$ cat src/hdl/mwc_pkg.sv
// ----------------------------
// Shared widths and frame codes for the memory write controller
// A stored beat is {cntl, data}, cntl in the top two bits
// Descriptor fields sit in the low 24 bits of a start beat
// ----------------------------

package mwc_pkg;

    // ----------------------------
    // Widths
    // ----------------------------
    localparam int data_w    = 32;
    localparam int cntl_w    = 2;
    localparam int channel_w = 2;
    localparam int bank_w    = 3;
    localparam int page_w    = 12;
    localparam int word_w    = 7;
    localparam int beat_w    = cntl_w + data_w;

    // Vectors with a meaning
    typedef logic [data_w-1:0]    data_t;
    typedef logic [cntl_w-1:0]    cntl_t;
    typedef logic [channel_w-1:0] channel_t;
    typedef logic [bank_w-1:0]    bank_t;
    typedef logic [page_w-1:0]    page_t;
    typedef logic [word_w-1:0]    word_t;
    typedef logic [beat_w-1:0]    beat_t;

    // ----------------------------
    // Frame control codes
    // ----------------------------
    localparam cntl_t cntl_som_eom = 2'b00;
    localparam cntl_t cntl_som     = 2'b01;
    localparam cntl_t cntl_mom     = 2'b10;
    localparam cntl_t cntl_eom     = 2'b11;

    // Descriptor layout, word lowest
    localparam int desc_word_lsb    = 0;
    localparam int desc_page_lsb    = desc_word_lsb + word_w;
    localparam int desc_bank_lsb    = desc_page_lsb + page_w;
    localparam int desc_channel_lsb = desc_bank_lsb + bank_w;

    // Control field position inside a stored beat
    localparam int beat_cntl_lsb = data_w;

endpackage

$ cat src/hdl/mwc_cntl.sv
// ----------------------------
// Memory write controller top, noc and rdp sources
// Source to memory latency varies with arbitration and stalls
// Threshold must leave three free entries for beats in flight
// ----------------------------

`timescale 1ns/1ns

module mwc_cntl #(
    parameter int depth                 = 8,
    parameter int almost_full_threshold = 5
) (
    input  logic              clk,
    input  logic              arst_n,
    // Network-on-chip source
    input  logic              noc_valid,
    input  mwc_pkg::cntl_t    noc_cntl,
    input  mwc_pkg::data_t    noc_data,
    output logic              noc_ready,
    // Return data processor source
    input  logic              rdp_valid,
    input  mwc_pkg::cntl_t    rdp_cntl,
    input  mwc_pkg::data_t    rdp_data,
    output logic              rdp_ready,
    // Main memory controller
    output logic              mmc_valid,
    output mwc_pkg::cntl_t    mmc_cntl,
    output mwc_pkg::channel_t mmc_channel,
    output mwc_pkg::bank_t    mmc_bank,
    output mwc_pkg::page_t    mmc_page,
    output mwc_pkg::word_t    mmc_word,
    output mwc_pkg::data_t    mmc_data,
    input  logic              mmc_ready
);

    // FIFO heads
    logic           noc_head_valid;
    mwc_pkg::beat_t noc_head_beat;
    logic           noc_pop;
    logic           rdp_head_valid;
    mwc_pkg::beat_t rdp_head_beat;
    logic           rdp_pop;
    // Arbiter to issuer
    logic           beat_valid;
    mwc_pkg::beat_t beat;
    logic           beat_accept;

    // ----------------------------
    // Ingress paths
    // ----------------------------
    mwc_ingress #(
        .depth                 (depth),
        .almost_full_threshold (almost_full_threshold)
    ) u_noc_ingress (
        .clk        (clk),
        .arst_n     (arst_n),
        .valid      (noc_valid),
        .cntl       (noc_cntl),
        .data       (noc_data),
        .ready      (noc_ready),
        .head_valid (noc_head_valid),
        .head_beat  (noc_head_beat),
        .pop        (noc_pop)
    );

    mwc_ingress #(
        .depth                 (depth),
        .almost_full_threshold (almost_full_threshold)
    ) u_rdp_ingress (
        .clk        (clk),
        .arst_n     (arst_n),
        .valid      (rdp_valid),
        .cntl       (rdp_cntl),
        .data       (rdp_data),
        .ready      (rdp_ready),
        .head_valid (rdp_head_valid),
        .head_beat  (rdp_head_beat),
        .pop        (rdp_pop)
    );

    // Whole packets, round robin
    mwc_packet_arbiter u_arbiter (
        .clk            (clk),
        .arst_n         (arst_n),
        .noc_head_valid (noc_head_valid),
        .noc_head_beat  (noc_head_beat),
        .rdp_head_valid (rdp_head_valid),
        .rdp_head_beat  (rdp_head_beat),
        .noc_pop        (noc_pop),
        .rdp_pop        (rdp_pop),
        .beat_valid     (beat_valid),
        .beat           (beat),
        .beat_accept    (beat_accept)
    );

    mwc_write_issue u_write_issue (
        .clk         (clk),
        .arst_n      (arst_n),
        .beat_valid  (beat_valid),
        .beat        (beat),
        .beat_accept (beat_accept),
        .mmc_valid   (mmc_valid),
        .mmc_cntl    (mmc_cntl),
        .mmc_channel (mmc_channel),
        .mmc_bank    (mmc_bank),
        .mmc_page    (mmc_page),
        .mmc_word    (mmc_word),
        .mmc_data    (mmc_data),
        .mmc_ready   (mmc_ready)
    );

endmodule

$ cat src/hdl/mwc_fifo.sv
// ----------------------------
// Circular buffer FIFO, head visible with no read latency
// almost_full is combinational from the count
// Writer must not push when full unless the head is popped
// ----------------------------

`timescale 1ns/1ns

module mwc_fifo #(
    parameter int depth                 = 8,
    parameter int almost_full_threshold = 5,
    parameter int width                 = 34
) (
    input  logic             clk,
    input  logic             arst_n,
    // Write side
    input  logic             write,
    input  logic [width-1:0] write_data,
    // Read side, first word falls through
    input  logic             read,
    output logic             valid,
    output logic [width-1:0] read_data,
    // Status
    output logic             almost_full
);

    localparam int ptr_w = (depth > 1) ? $clog2(depth) : 1;
    localparam int cnt_w = $clog2(depth + 1);

    logic [width-1:0] mem [depth];
    logic [ptr_w-1:0] wr_ptr;
    logic [ptr_w-1:0] rd_ptr;
    logic [cnt_w-1:0] count;
    logic             full;
    logic             do_write;
    logic             do_read;

    assign full     = (count == cnt_w'(depth));
    assign valid    = (count != '0);
    assign do_write = write;
    assign do_read  = read && valid;

    // Head straight out of the array
    assign read_data   = mem[rd_ptr];
    assign almost_full = (count >= cnt_w'(almost_full_threshold));

    // ----------------------------
    // Storage, no reset needed
    // ----------------------------
    always_ff @(posedge clk)
    begin
        if (do_write)
        begin
            mem[wr_ptr] <= write_data;
        end
    end

    // Pointers and occupancy
    always_ff @(posedge clk or negedge arst_n)
    begin
        if (!arst_n)
        begin
            wr_ptr <= '0;
            rd_ptr <= '0;
            count  <= '0;
        end
        else
        begin
            if (do_write)
            begin
                // Wrap for non power-of-two depths too
                wr_ptr <= (wr_ptr == ptr_w'(depth - 1)) ? '0 : wr_ptr + 1'b1;
            end
            if (do_read)
            begin
                rd_ptr <= (rd_ptr == ptr_w'(depth - 1)) ? '0 : rd_ptr + 1'b1;
            end
            if (do_write && !do_read)
            begin
                count <= count + 1'b1;
            end
            else if (do_read && !do_write)
            begin
                count <= count - 1'b1;
            end
        end
    end

    // ----------------------------
    // Overflow and underflow
    // ----------------------------
    a_no_overflow : assert property (@(posedge clk) disable iff (!arst_n)
        write |-> (!full || read));

    a_no_underflow : assert property (@(posedge clk) disable iff (!arst_n)
        read |-> valid);

endmodule

$ cat src/hdl/mwc_ingress.sv
// ----------------------------
// One source port: input register, FIFO, registered ready
// Ready is credit only, every valid beat is stored
// Sender must stop within two cycles of ready falling
// ----------------------------

`timescale 1ns/1ns

module mwc_ingress #(
    parameter int depth                 = 8,
    parameter int almost_full_threshold = 5
) (
    input  logic            clk,
    input  logic            arst_n,
    // Source port
    input  logic            valid,
    input  mwc_pkg::cntl_t  cntl,
    input  mwc_pkg::data_t  data,
    output logic            ready,
    // Towards the arbiter
    output logic            head_valid,
    output mwc_pkg::beat_t  head_beat,
    input  logic            pop
);

    logic           valid_q;
    mwc_pkg::cntl_t cntl_q;
    mwc_pkg::data_t data_q;
    logic           almost_full;

    // ----------------------------
    // Input register stage
    // ----------------------------
    always_ff @(posedge clk or negedge arst_n)
    begin
        if (!arst_n)
        begin
            valid_q <= 1'b0;
        end
        else
        begin
            valid_q <= valid;
        end
    end

    // Payload follows valid, no reset
    always_ff @(posedge clk)
    begin
        cntl_q <= cntl;
        data_q <= data;
    end

    // Ready lags FIFO state by one cycle
    always_ff @(posedge clk or negedge arst_n)
    begin
        if (!arst_n)
        begin
            ready <= 1'b0;
        end
        else
        begin
            ready <= ~almost_full;
        end
    end

    // Stored beat is {cntl, data}
    mwc_fifo #(
        .depth                 (depth),
        .almost_full_threshold (almost_full_threshold),
        .width                 (mwc_pkg::beat_w)
    ) u_fifo (
        .clk         (clk),
        .arst_n      (arst_n),
        .write       (valid_q),
        .write_data  ({cntl_q, data_q}),
        .read        (pop),
        .valid       (head_valid),
        .read_data   (head_beat),
        .almost_full (almost_full)
    );

endmodule

$ cat src/hdl/mwc_packet_arbiter.sv
// ----------------------------
// Round-robin packet arbiter between noc and rdp FIFOs
// Grant is held from the first beat to the accepted end beat
// ----------------------------

`timescale 1ns/1ns

module mwc_packet_arbiter (
    input  logic           clk,
    input  logic           arst_n,
    // Ingress heads
    input  logic           noc_head_valid,
    input  mwc_pkg::beat_t noc_head_beat,
    input  logic           rdp_head_valid,
    input  mwc_pkg::beat_t rdp_head_beat,
    output logic           noc_pop,
    output logic           rdp_pop,
    // Towards the write issuer
    output logic           beat_valid,
    output mwc_pkg::beat_t beat,
    input  logic           beat_accept
);

    // Grant encoding: 0 noc, 1 rdp
    logic           grant;
    logic           grant_q;
    logic           open_q;
    logic           last_rdp;
    logic           accept;
    logic           is_end;
    mwc_pkg::cntl_t beat_cntl;

    // ----------------------------
    // Grant selection
    // ----------------------------
    always_comb
    begin
        if (open_q)
        begin
            grant = grant_q;
        end
        else if (noc_head_valid && rdp_head_valid)
        begin
            // Both waiting, take the other one
            grant = ~last_rdp;
        end
        else
        begin
            grant = rdp_head_valid;
        end
    end

    assign beat_valid = grant ? rdp_head_valid : noc_head_valid;
    assign beat       = grant ? rdp_head_beat : noc_head_beat;
    assign accept     = beat_valid && beat_accept;
    assign noc_pop    = accept && !grant;
    assign rdp_pop    = accept && grant;

    assign beat_cntl = beat[mwc_pkg::beat_cntl_lsb +: mwc_pkg::cntl_w];
    assign is_end    = (beat_cntl == mwc_pkg::cntl_eom) ||
                       (beat_cntl == mwc_pkg::cntl_som_eom);

    // Packet tracking
    always_ff @(posedge clk or negedge arst_n)
    begin
        if (!arst_n)
        begin
            open_q   <= 1'b0;
            grant_q  <= 1'b0;
            // Noc goes first on a tie after reset
            last_rdp <= 1'b1;
        end
        else if (accept)
        begin
            if (is_end)
            begin
                open_q   <= 1'b0;
                last_rdp <= grant;
            end
            else
            begin
                open_q  <= 1'b1;
                grant_q <= grant;
            end
        end
    end

    // Held source shows only middle and end beats while a packet is open
    a_grant_held : assert property (@(posedge clk) disable iff (!arst_n)
        (open_q && beat_valid) |-> ((beat_cntl == mwc_pkg::cntl_mom) ||
                                    (beat_cntl == mwc_pkg::cntl_eom)));

endmodule

$ cat src/hdl/mwc_write_issue.sv
// ----------------------------
// Descriptor capture and one memory write per data beat
// Next beat is taken only when the current write transfers
// Word address wraps modulo 2^word_w inside a page
// ----------------------------

`timescale 1ns/1ns

module mwc_write_issue (
    input  logic              clk,
    input  logic              arst_n,
    // From the arbiter
    input  logic              beat_valid,
    input  mwc_pkg::beat_t    beat,
    output logic              beat_accept,
    // Memory controller port
    output logic              mmc_valid,
    output mwc_pkg::cntl_t    mmc_cntl,
    output mwc_pkg::channel_t mmc_channel,
    output mwc_pkg::bank_t    mmc_bank,
    output mwc_pkg::page_t    mmc_page,
    output mwc_pkg::word_t    mmc_word,
    output mwc_pkg::data_t    mmc_data,
    input  logic              mmc_ready
);

    typedef enum logic [1:0] {
        st_idle,
        st_data,
        st_issue
    } state_t;

    state_t            state;
    mwc_pkg::cntl_t    beat_cntl;
    mwc_pkg::data_t    beat_data;
    logic              is_end;
    logic              take_desc;
    logic              take_data;
    mwc_pkg::cntl_t    write_cntl;
    // Captured descriptor, word is the next address
    mwc_pkg::channel_t channel_q;
    mwc_pkg::bank_t    bank_q;
    mwc_pkg::page_t    page_q;
    mwc_pkg::word_t    word_q;
    logic              first_q;
    logic              last_q;

    assign beat_cntl = beat[mwc_pkg::beat_cntl_lsb +: mwc_pkg::cntl_w];
    assign beat_data = beat[mwc_pkg::data_w-1:0];
    assign is_end    = (beat_cntl == mwc_pkg::cntl_eom) ||
                       (beat_cntl == mwc_pkg::cntl_som_eom);

    // ----------------------------
    // Accept rules
    // ----------------------------
    assign take_desc   = beat_valid && (state == st_idle);
    // In issue, a new beat rides on the transfer cycle
    assign take_data   = beat_valid && ((state == st_data) ||
                         ((state == st_issue) && mmc_ready && !last_q));
    assign beat_accept = take_desc || take_data;

    // Marking from position in packet and end code
    always_comb
    begin
        case ({first_q, is_end})
            2'b11:   write_cntl = mwc_pkg::cntl_som_eom;
            2'b10:   write_cntl = mwc_pkg::cntl_som;
            2'b01:   write_cntl = mwc_pkg::cntl_eom;
            default: write_cntl = mwc_pkg::cntl_mom;
        endcase
    end

    // Descriptor fields, only loaded from a start beat
    always_ff @(posedge clk)
    begin
        if (take_desc && (beat_cntl == mwc_pkg::cntl_som))
        begin
            channel_q <= beat_data[mwc_pkg::desc_channel_lsb +: mwc_pkg::channel_w];
            bank_q    <= beat_data[mwc_pkg::desc_bank_lsb +: mwc_pkg::bank_w];
            page_q    <= beat_data[mwc_pkg::desc_page_lsb +: mwc_pkg::page_w];
        end
    end

    // ----------------------------
    // FSM and memory port registers
    // ----------------------------
    always_ff @(posedge clk or negedge arst_n)
    begin
        if (!arst_n)
        begin
            state       <= st_idle;
            first_q     <= 1'b0;
            last_q      <= 1'b0;
            word_q      <= '0;
            mmc_valid   <= 1'b0;
            mmc_cntl    <= '0;
            mmc_channel <= '0;
            mmc_bank    <= '0;
            mmc_page    <= '0;
            mmc_word    <= '0;
            mmc_data    <= '0;
        end
        else if (take_data)
        begin
            mmc_valid   <= 1'b1;
            mmc_cntl    <= write_cntl;
            mmc_channel <= channel_q;
            mmc_bank    <= bank_q;
            mmc_page    <= page_q;
            mmc_word    <= word_q;
            mmc_data    <= beat_data;
            // Natural wrap at 2^word_w
            word_q      <= word_q + 1'b1;
            first_q     <= 1'b0;
            last_q      <= is_end;
            state       <= st_issue;
        end
        else
        begin
            case (state)
                st_idle:
                begin
                    // Start-and-end descriptor: nothing to write
                    if (take_desc && (beat_cntl == mwc_pkg::cntl_som))
                    begin
                        word_q  <= beat_data[mwc_pkg::desc_word_lsb +: mwc_pkg::word_w];
                        first_q <= 1'b1;
                        state   <= st_data;
                    end
                end
                st_issue:
                begin
                    if (mmc_ready)
                    begin
                        mmc_valid <= 1'b0;
                        state     <= last_q ? st_idle : st_data;
                    end
                end
                default:
                begin
                    state <= state;
                end
            endcase
        end
    end

    // Framing error, start code inside a packet
    a_no_start_in_data : assert property (@(posedge clk) disable iff (!arst_n)
        take_data |-> !((beat_cntl == mwc_pkg::cntl_som) ||
                        (beat_cntl == mwc_pkg::cntl_som_eom)));

    // Stalled write holds the whole port
    a_mmc_hold : assert property (@(posedge clk) disable iff (!arst_n)
        (mmc_valid && !mmc_ready) |=> (mmc_valid && $stable({mmc_cntl, mmc_channel,
        mmc_bank, mmc_page, mmc_word, mmc_data})));

endmodule

$ cat config.mk
export PLATFORM = sky130hd
export DESIGN_NAME = mwc_cntl
export DESIGN_NICKNAME = d
export VERILOG_FILES = /design/src/hdl/mwc_pkg.sv /design/src/hdl/mwc_cntl.sv /design/src/hdl/mwc_fifo.sv /design/src/hdl/mwc_ingress.sv /design/src/hdl/mwc_packet_arbiter.sv /design/src/hdl/mwc_write_issue.sv
export SDC_FILE = /design/constraint.sdc
export NUM_CORES = 1
export LEC_CHECK = 0
export BUFFER_PORTS_ARGS = -buffer_cell sky130_fd_sc_hd__buf_2
export CORE_ASPECT_RATIO = 0.8
export CORE_MARGIN = 3
export CORE_UTILIZATION = 45
export CTS_CLUSTER_SIZE = 8
export DETAILED_ROUTE_END_ITERATION = 16
export HOLD_SLACK_MARGIN = 0.08
export PLACE_DENSITY = 0.65
export SLEW_MARGIN = 10
export SYNTH_ARGS = -nofsm -noshare
export SYNTH_HDL_FRONTEND = slang
export SYNTH_SLANG_ARGS = --single-unit
$ cat constraint.sdc
create_clock -name clk -period 4 [get_ports clk]
set_input_delay 0.6 -clock clk [delete_from_list [all_inputs] [get_ports clk]]
set_output_delay 0.6 -clock clk [all_outputs]
set_load 0.005 [all_outputs]
==> results_dict.tcl <==
set metrics [dict create \
    cts_tree "built" \
    cts_resized 0 \
    layout.nets 1746 \
    wl_per_cell_microns 22.74 \
    firstDrtPassIters 5 \
    ys_types 52 \
    cts_buffers 100 \
    route.detailed.drc 0 \
    io_buffers 133 \
    dieWidth_microns 279.4 \
    grt_overflow 0 \
    root_buffer "clkbuf_16" \
    grt_pass1_vias 14100 \
    cts.sinks 726 \
    yosys_most_used_dff "edfxtp_1" \
    final_cell_mix "edfxtp_1, buf_2, mux4_2, nand2_1, clkbuf_16" \
    finalWeightedCongestion 0.8155 \
    clk_path_buf_depth 3 \
    grt_usage 0.1860 \
    crit_family "compound AO/OA/AOI/OAI gates" \
    fmax_mhz 304.4 \
    critical-path-max-stage-delay_ns 0.70 \
    grt_pass1_wl_microns 86890 \
    maxCapViolations 0 \
    area_growth_pct 19.99 \
    finalHoldViolations 0 \
    syn_area_per_cell_sq_um 19.59 \
    viasPerCell 5.357 \
    clk_pin_slew_ns 0.05 \
    hold_path.class "primary input to asynchronous set/reset pin" \
    dp_hpwl_microns 34280 \
    netlist_area_sq_um 26900 \
    drt_iter0_drc 1140 \
    yosys_register_bits 726 \
    cp_max_fo 6 \
    syn_inst 1373 \
    start_util 0.4589 \
    grt_max_degree 71 \
    tightest_slew_ns 1.038 \
    antenna_cells 0 \
    vias 13440 \
    fin_area_sq_um 32280 \
    p_per_area_nw_per_um2 798.0 \
    place_inst 2252 \
    setup_viol 0 \
    h-tree-depth 3 \
    path_class "flop to flop" \
    slew-limit-headroom 0.3083 \
    ant_nets 0 \
    antenna_found_initial 0 \
    rsz0062_at_grt "no" \
    arrival_ns 3.78 \
    clock_latency_ns 0.64 \
    synth-edff-count 561 \
    die_h_microns 224.7 \
    num_rows 79 \
    crit_slowest_cell "or4_1" \
    fin_cells 2508 \
    total_power_w 0.02576 \
    fin_skew_ns 0.02276 \
    fin_crit_ns 3.285 \
    yosysSeqAreaShare 0.7672 \
    drt_wl_total_microns 57040 \
    cp_cell_sequence "or4_1 > o22ai_1 > nor2_4 > o211a_2 > inv_1 > ha_1 > inv_1 > ha_1 > a21o_1 > a21oi_1 > xnor2_1 > nor2_1 > xor2_1" \
    ys_warn_count 0 \
    leakagePower_nw 11.47 \
    holdWs_ns 0.09759 \
    drive_gt1_frac 0.2743 \
    status "complete, no violations" \
    core_area_sq_um 58620 \
    die_area_sq_um 62760 \
    path_buf_inv 2 \
    timing.final.crit_share 0.8212 \
    end_kind "flop" \
    syn_nets 1466 \
    drv_slew 0 \
    vdd_drop_max_mv 0.5864 \
    ioPinCount 134 \
    fin_tns_setup_ns 0 \
    synthArstFlopShare 0.1336 \
    critPathLaunchType "flop" \
    mostFrequentLayoutCell "edfxtp_1" \
    placed_area_sq_um 28650 \
    worst_ep_required_time_ns 4.50 \
]
[sequential cells by signal, summed over array words and instances, names as in the netlist, 3 cells and up]
signal,flops
u_noc_ingress.u_fifo.mem,272
u_rdp_ingress.u_fifo.mem,272
u_noc_ingress.data_q,32
u_rdp_ingress.data_q,32
u_write_issue.mmc_data,32
u_write_issue.mmc_page,12
u_write_issue.page_q,12
u_write_issue.mmc_word,7
u_write_issue.word_q,7
u_noc_ingress.u_fifo.count,4
u_rdp_ingress.u_fifo.count,4
u_noc_ingress.u_fifo.rd_ptr,3
u_noc_ingress.u_fifo.wr_ptr,3
u_rdp_ingress.u_fifo.rd_ptr,3
u_rdp_ingress.u_fifo.wr_ptr,3
u_write_issue.bank_q,3
u_write_issue.mmc_bank,3
[power by group]
part	internal [W]	switching (W)
combinational	0.00325	0.00381
sequential	0.00971	0.00118
clock	0.00482	0.00299
total	0.0178	0.00798
[worst register-to-register path: stages (launching register included)]
cell and delay [ns]:
dfrtp_1 0.44, or4_1 0.70, o22ai_1 0.35, nor2_4 0.06
o211a_2 0.29, inv_1 0.07, ha_1 0.17, inv_1 0.09
ha_1 0.28, a21o_1 0.18, a21oi_1 0.18, xnor2_1 0.14
nor2_1 0.06, xor2_1 0.14
[metrics by stage]
| step | worst slack, ns | util |
|---|---|---|
| 2_1_floorplan | 0.6171 | - |
| 3_3_place_gp | 0.8371 | 0.4887 |
| 3_5_place_dp | 0.7424 | 0.4887 |
| 4_1_cts | 0.7221 | 0.5501 |
| 5_1_grt | 0.5305 | 0.5506 |
| 6_report | 0.7153 | 0.5506 |
[final timing paths]
kind                                                      startpoint                                          to  slack, ns  cells past startpoint
min reg2reg                        u_write_issue.bank_q[1]$_DFFE_PP_       u_write_issue.mmc_bank[1]$_DFFE_PN0N_       0.44                      2
max reg2reg                u_rdp_ingress.u_fifo.count[0]$_DFFE_PN0P_   u_noc_ingress.u_fifo.count[3]$_DFFE_PN0P_       0.72                     13
min                                                           arst_n  u_rdp_ingress.u_fifo.wr_ptr[0]$_DFFE_PN0P_        0.1                      1
max                        u_rdp_ingress.u_fifo.count[0]$_DFFE_PN0P_   u_noc_ingress.u_fifo.count[3]$_DFFE_PN0P_       0.72                     13
min in group clk                                         rdp_cntl[0]             u_rdp_ingress.cntl_q[0]$_DFF_P_       0.13                      1
max in group asynchronous                                     arst_n       u_write_issue.mmc_page[4]$_DFFE_PN0N_       2.93                      2
[area by class of cell]
cell class | count | area, sq um
flip-flops and latches | 726 | 20650
multi-input cells | 570 | 6006
clock inverters | 3 | 52.55
fillers | 4531 | 26340
repair buffers | 243 | 1664
clock buffers | 185 | 2895
inverters | 12 | 45.04
well taps | 769 | 962.2
[timing repair]
action | 4_1_cts | 5_1_grt
setup endpoints to repair | 0 | 0
hold buffers | 65 | 3
buffers inserted | 0 | 0
hold endpoints to repair | 65 | 3
[routing by layer]
layer	track usage	up-vias	wire, microns
met4	0.04623	2	1090
met2	0.2816	397	26510
met1	0.2685	6954	25280
met5	0.01131	-	103
li1	-	6001	-
met3	0.05334	82	4051
[cell usage after synthesis (all sizes together), types with 20 or more instances]
master,count,share of area
edfxtp,561,0.63
mux4,128,0.11
nand2,120,0.017
dfrtp,96,0.089
dfxtp,68,0.051
mux2i,60,0.022
buf,43,0.0095
mux2,34,0.014
a21oi,31,0.0072
nor2,31,0.0043
nor2b,23,0.0053
clkbuf,22,0.0031
a211oi,20,0.0056
o21ai,20,0.0037
[cells by family after synthesis]
kind of cell               count (synthesis)  synth area share
AOI/OAI and AO/OA                         98           0.02516
xor gates and xnor gates                   8          0.002605
adders and majority gates                 20          0.009861
buffers and inverters                     77           0.01428
DFF                                      726            0.7672
muxes                                    222            0.1437
and+or+nand+nor                          222           0.03721
Power figures use the tool's default switching activity.
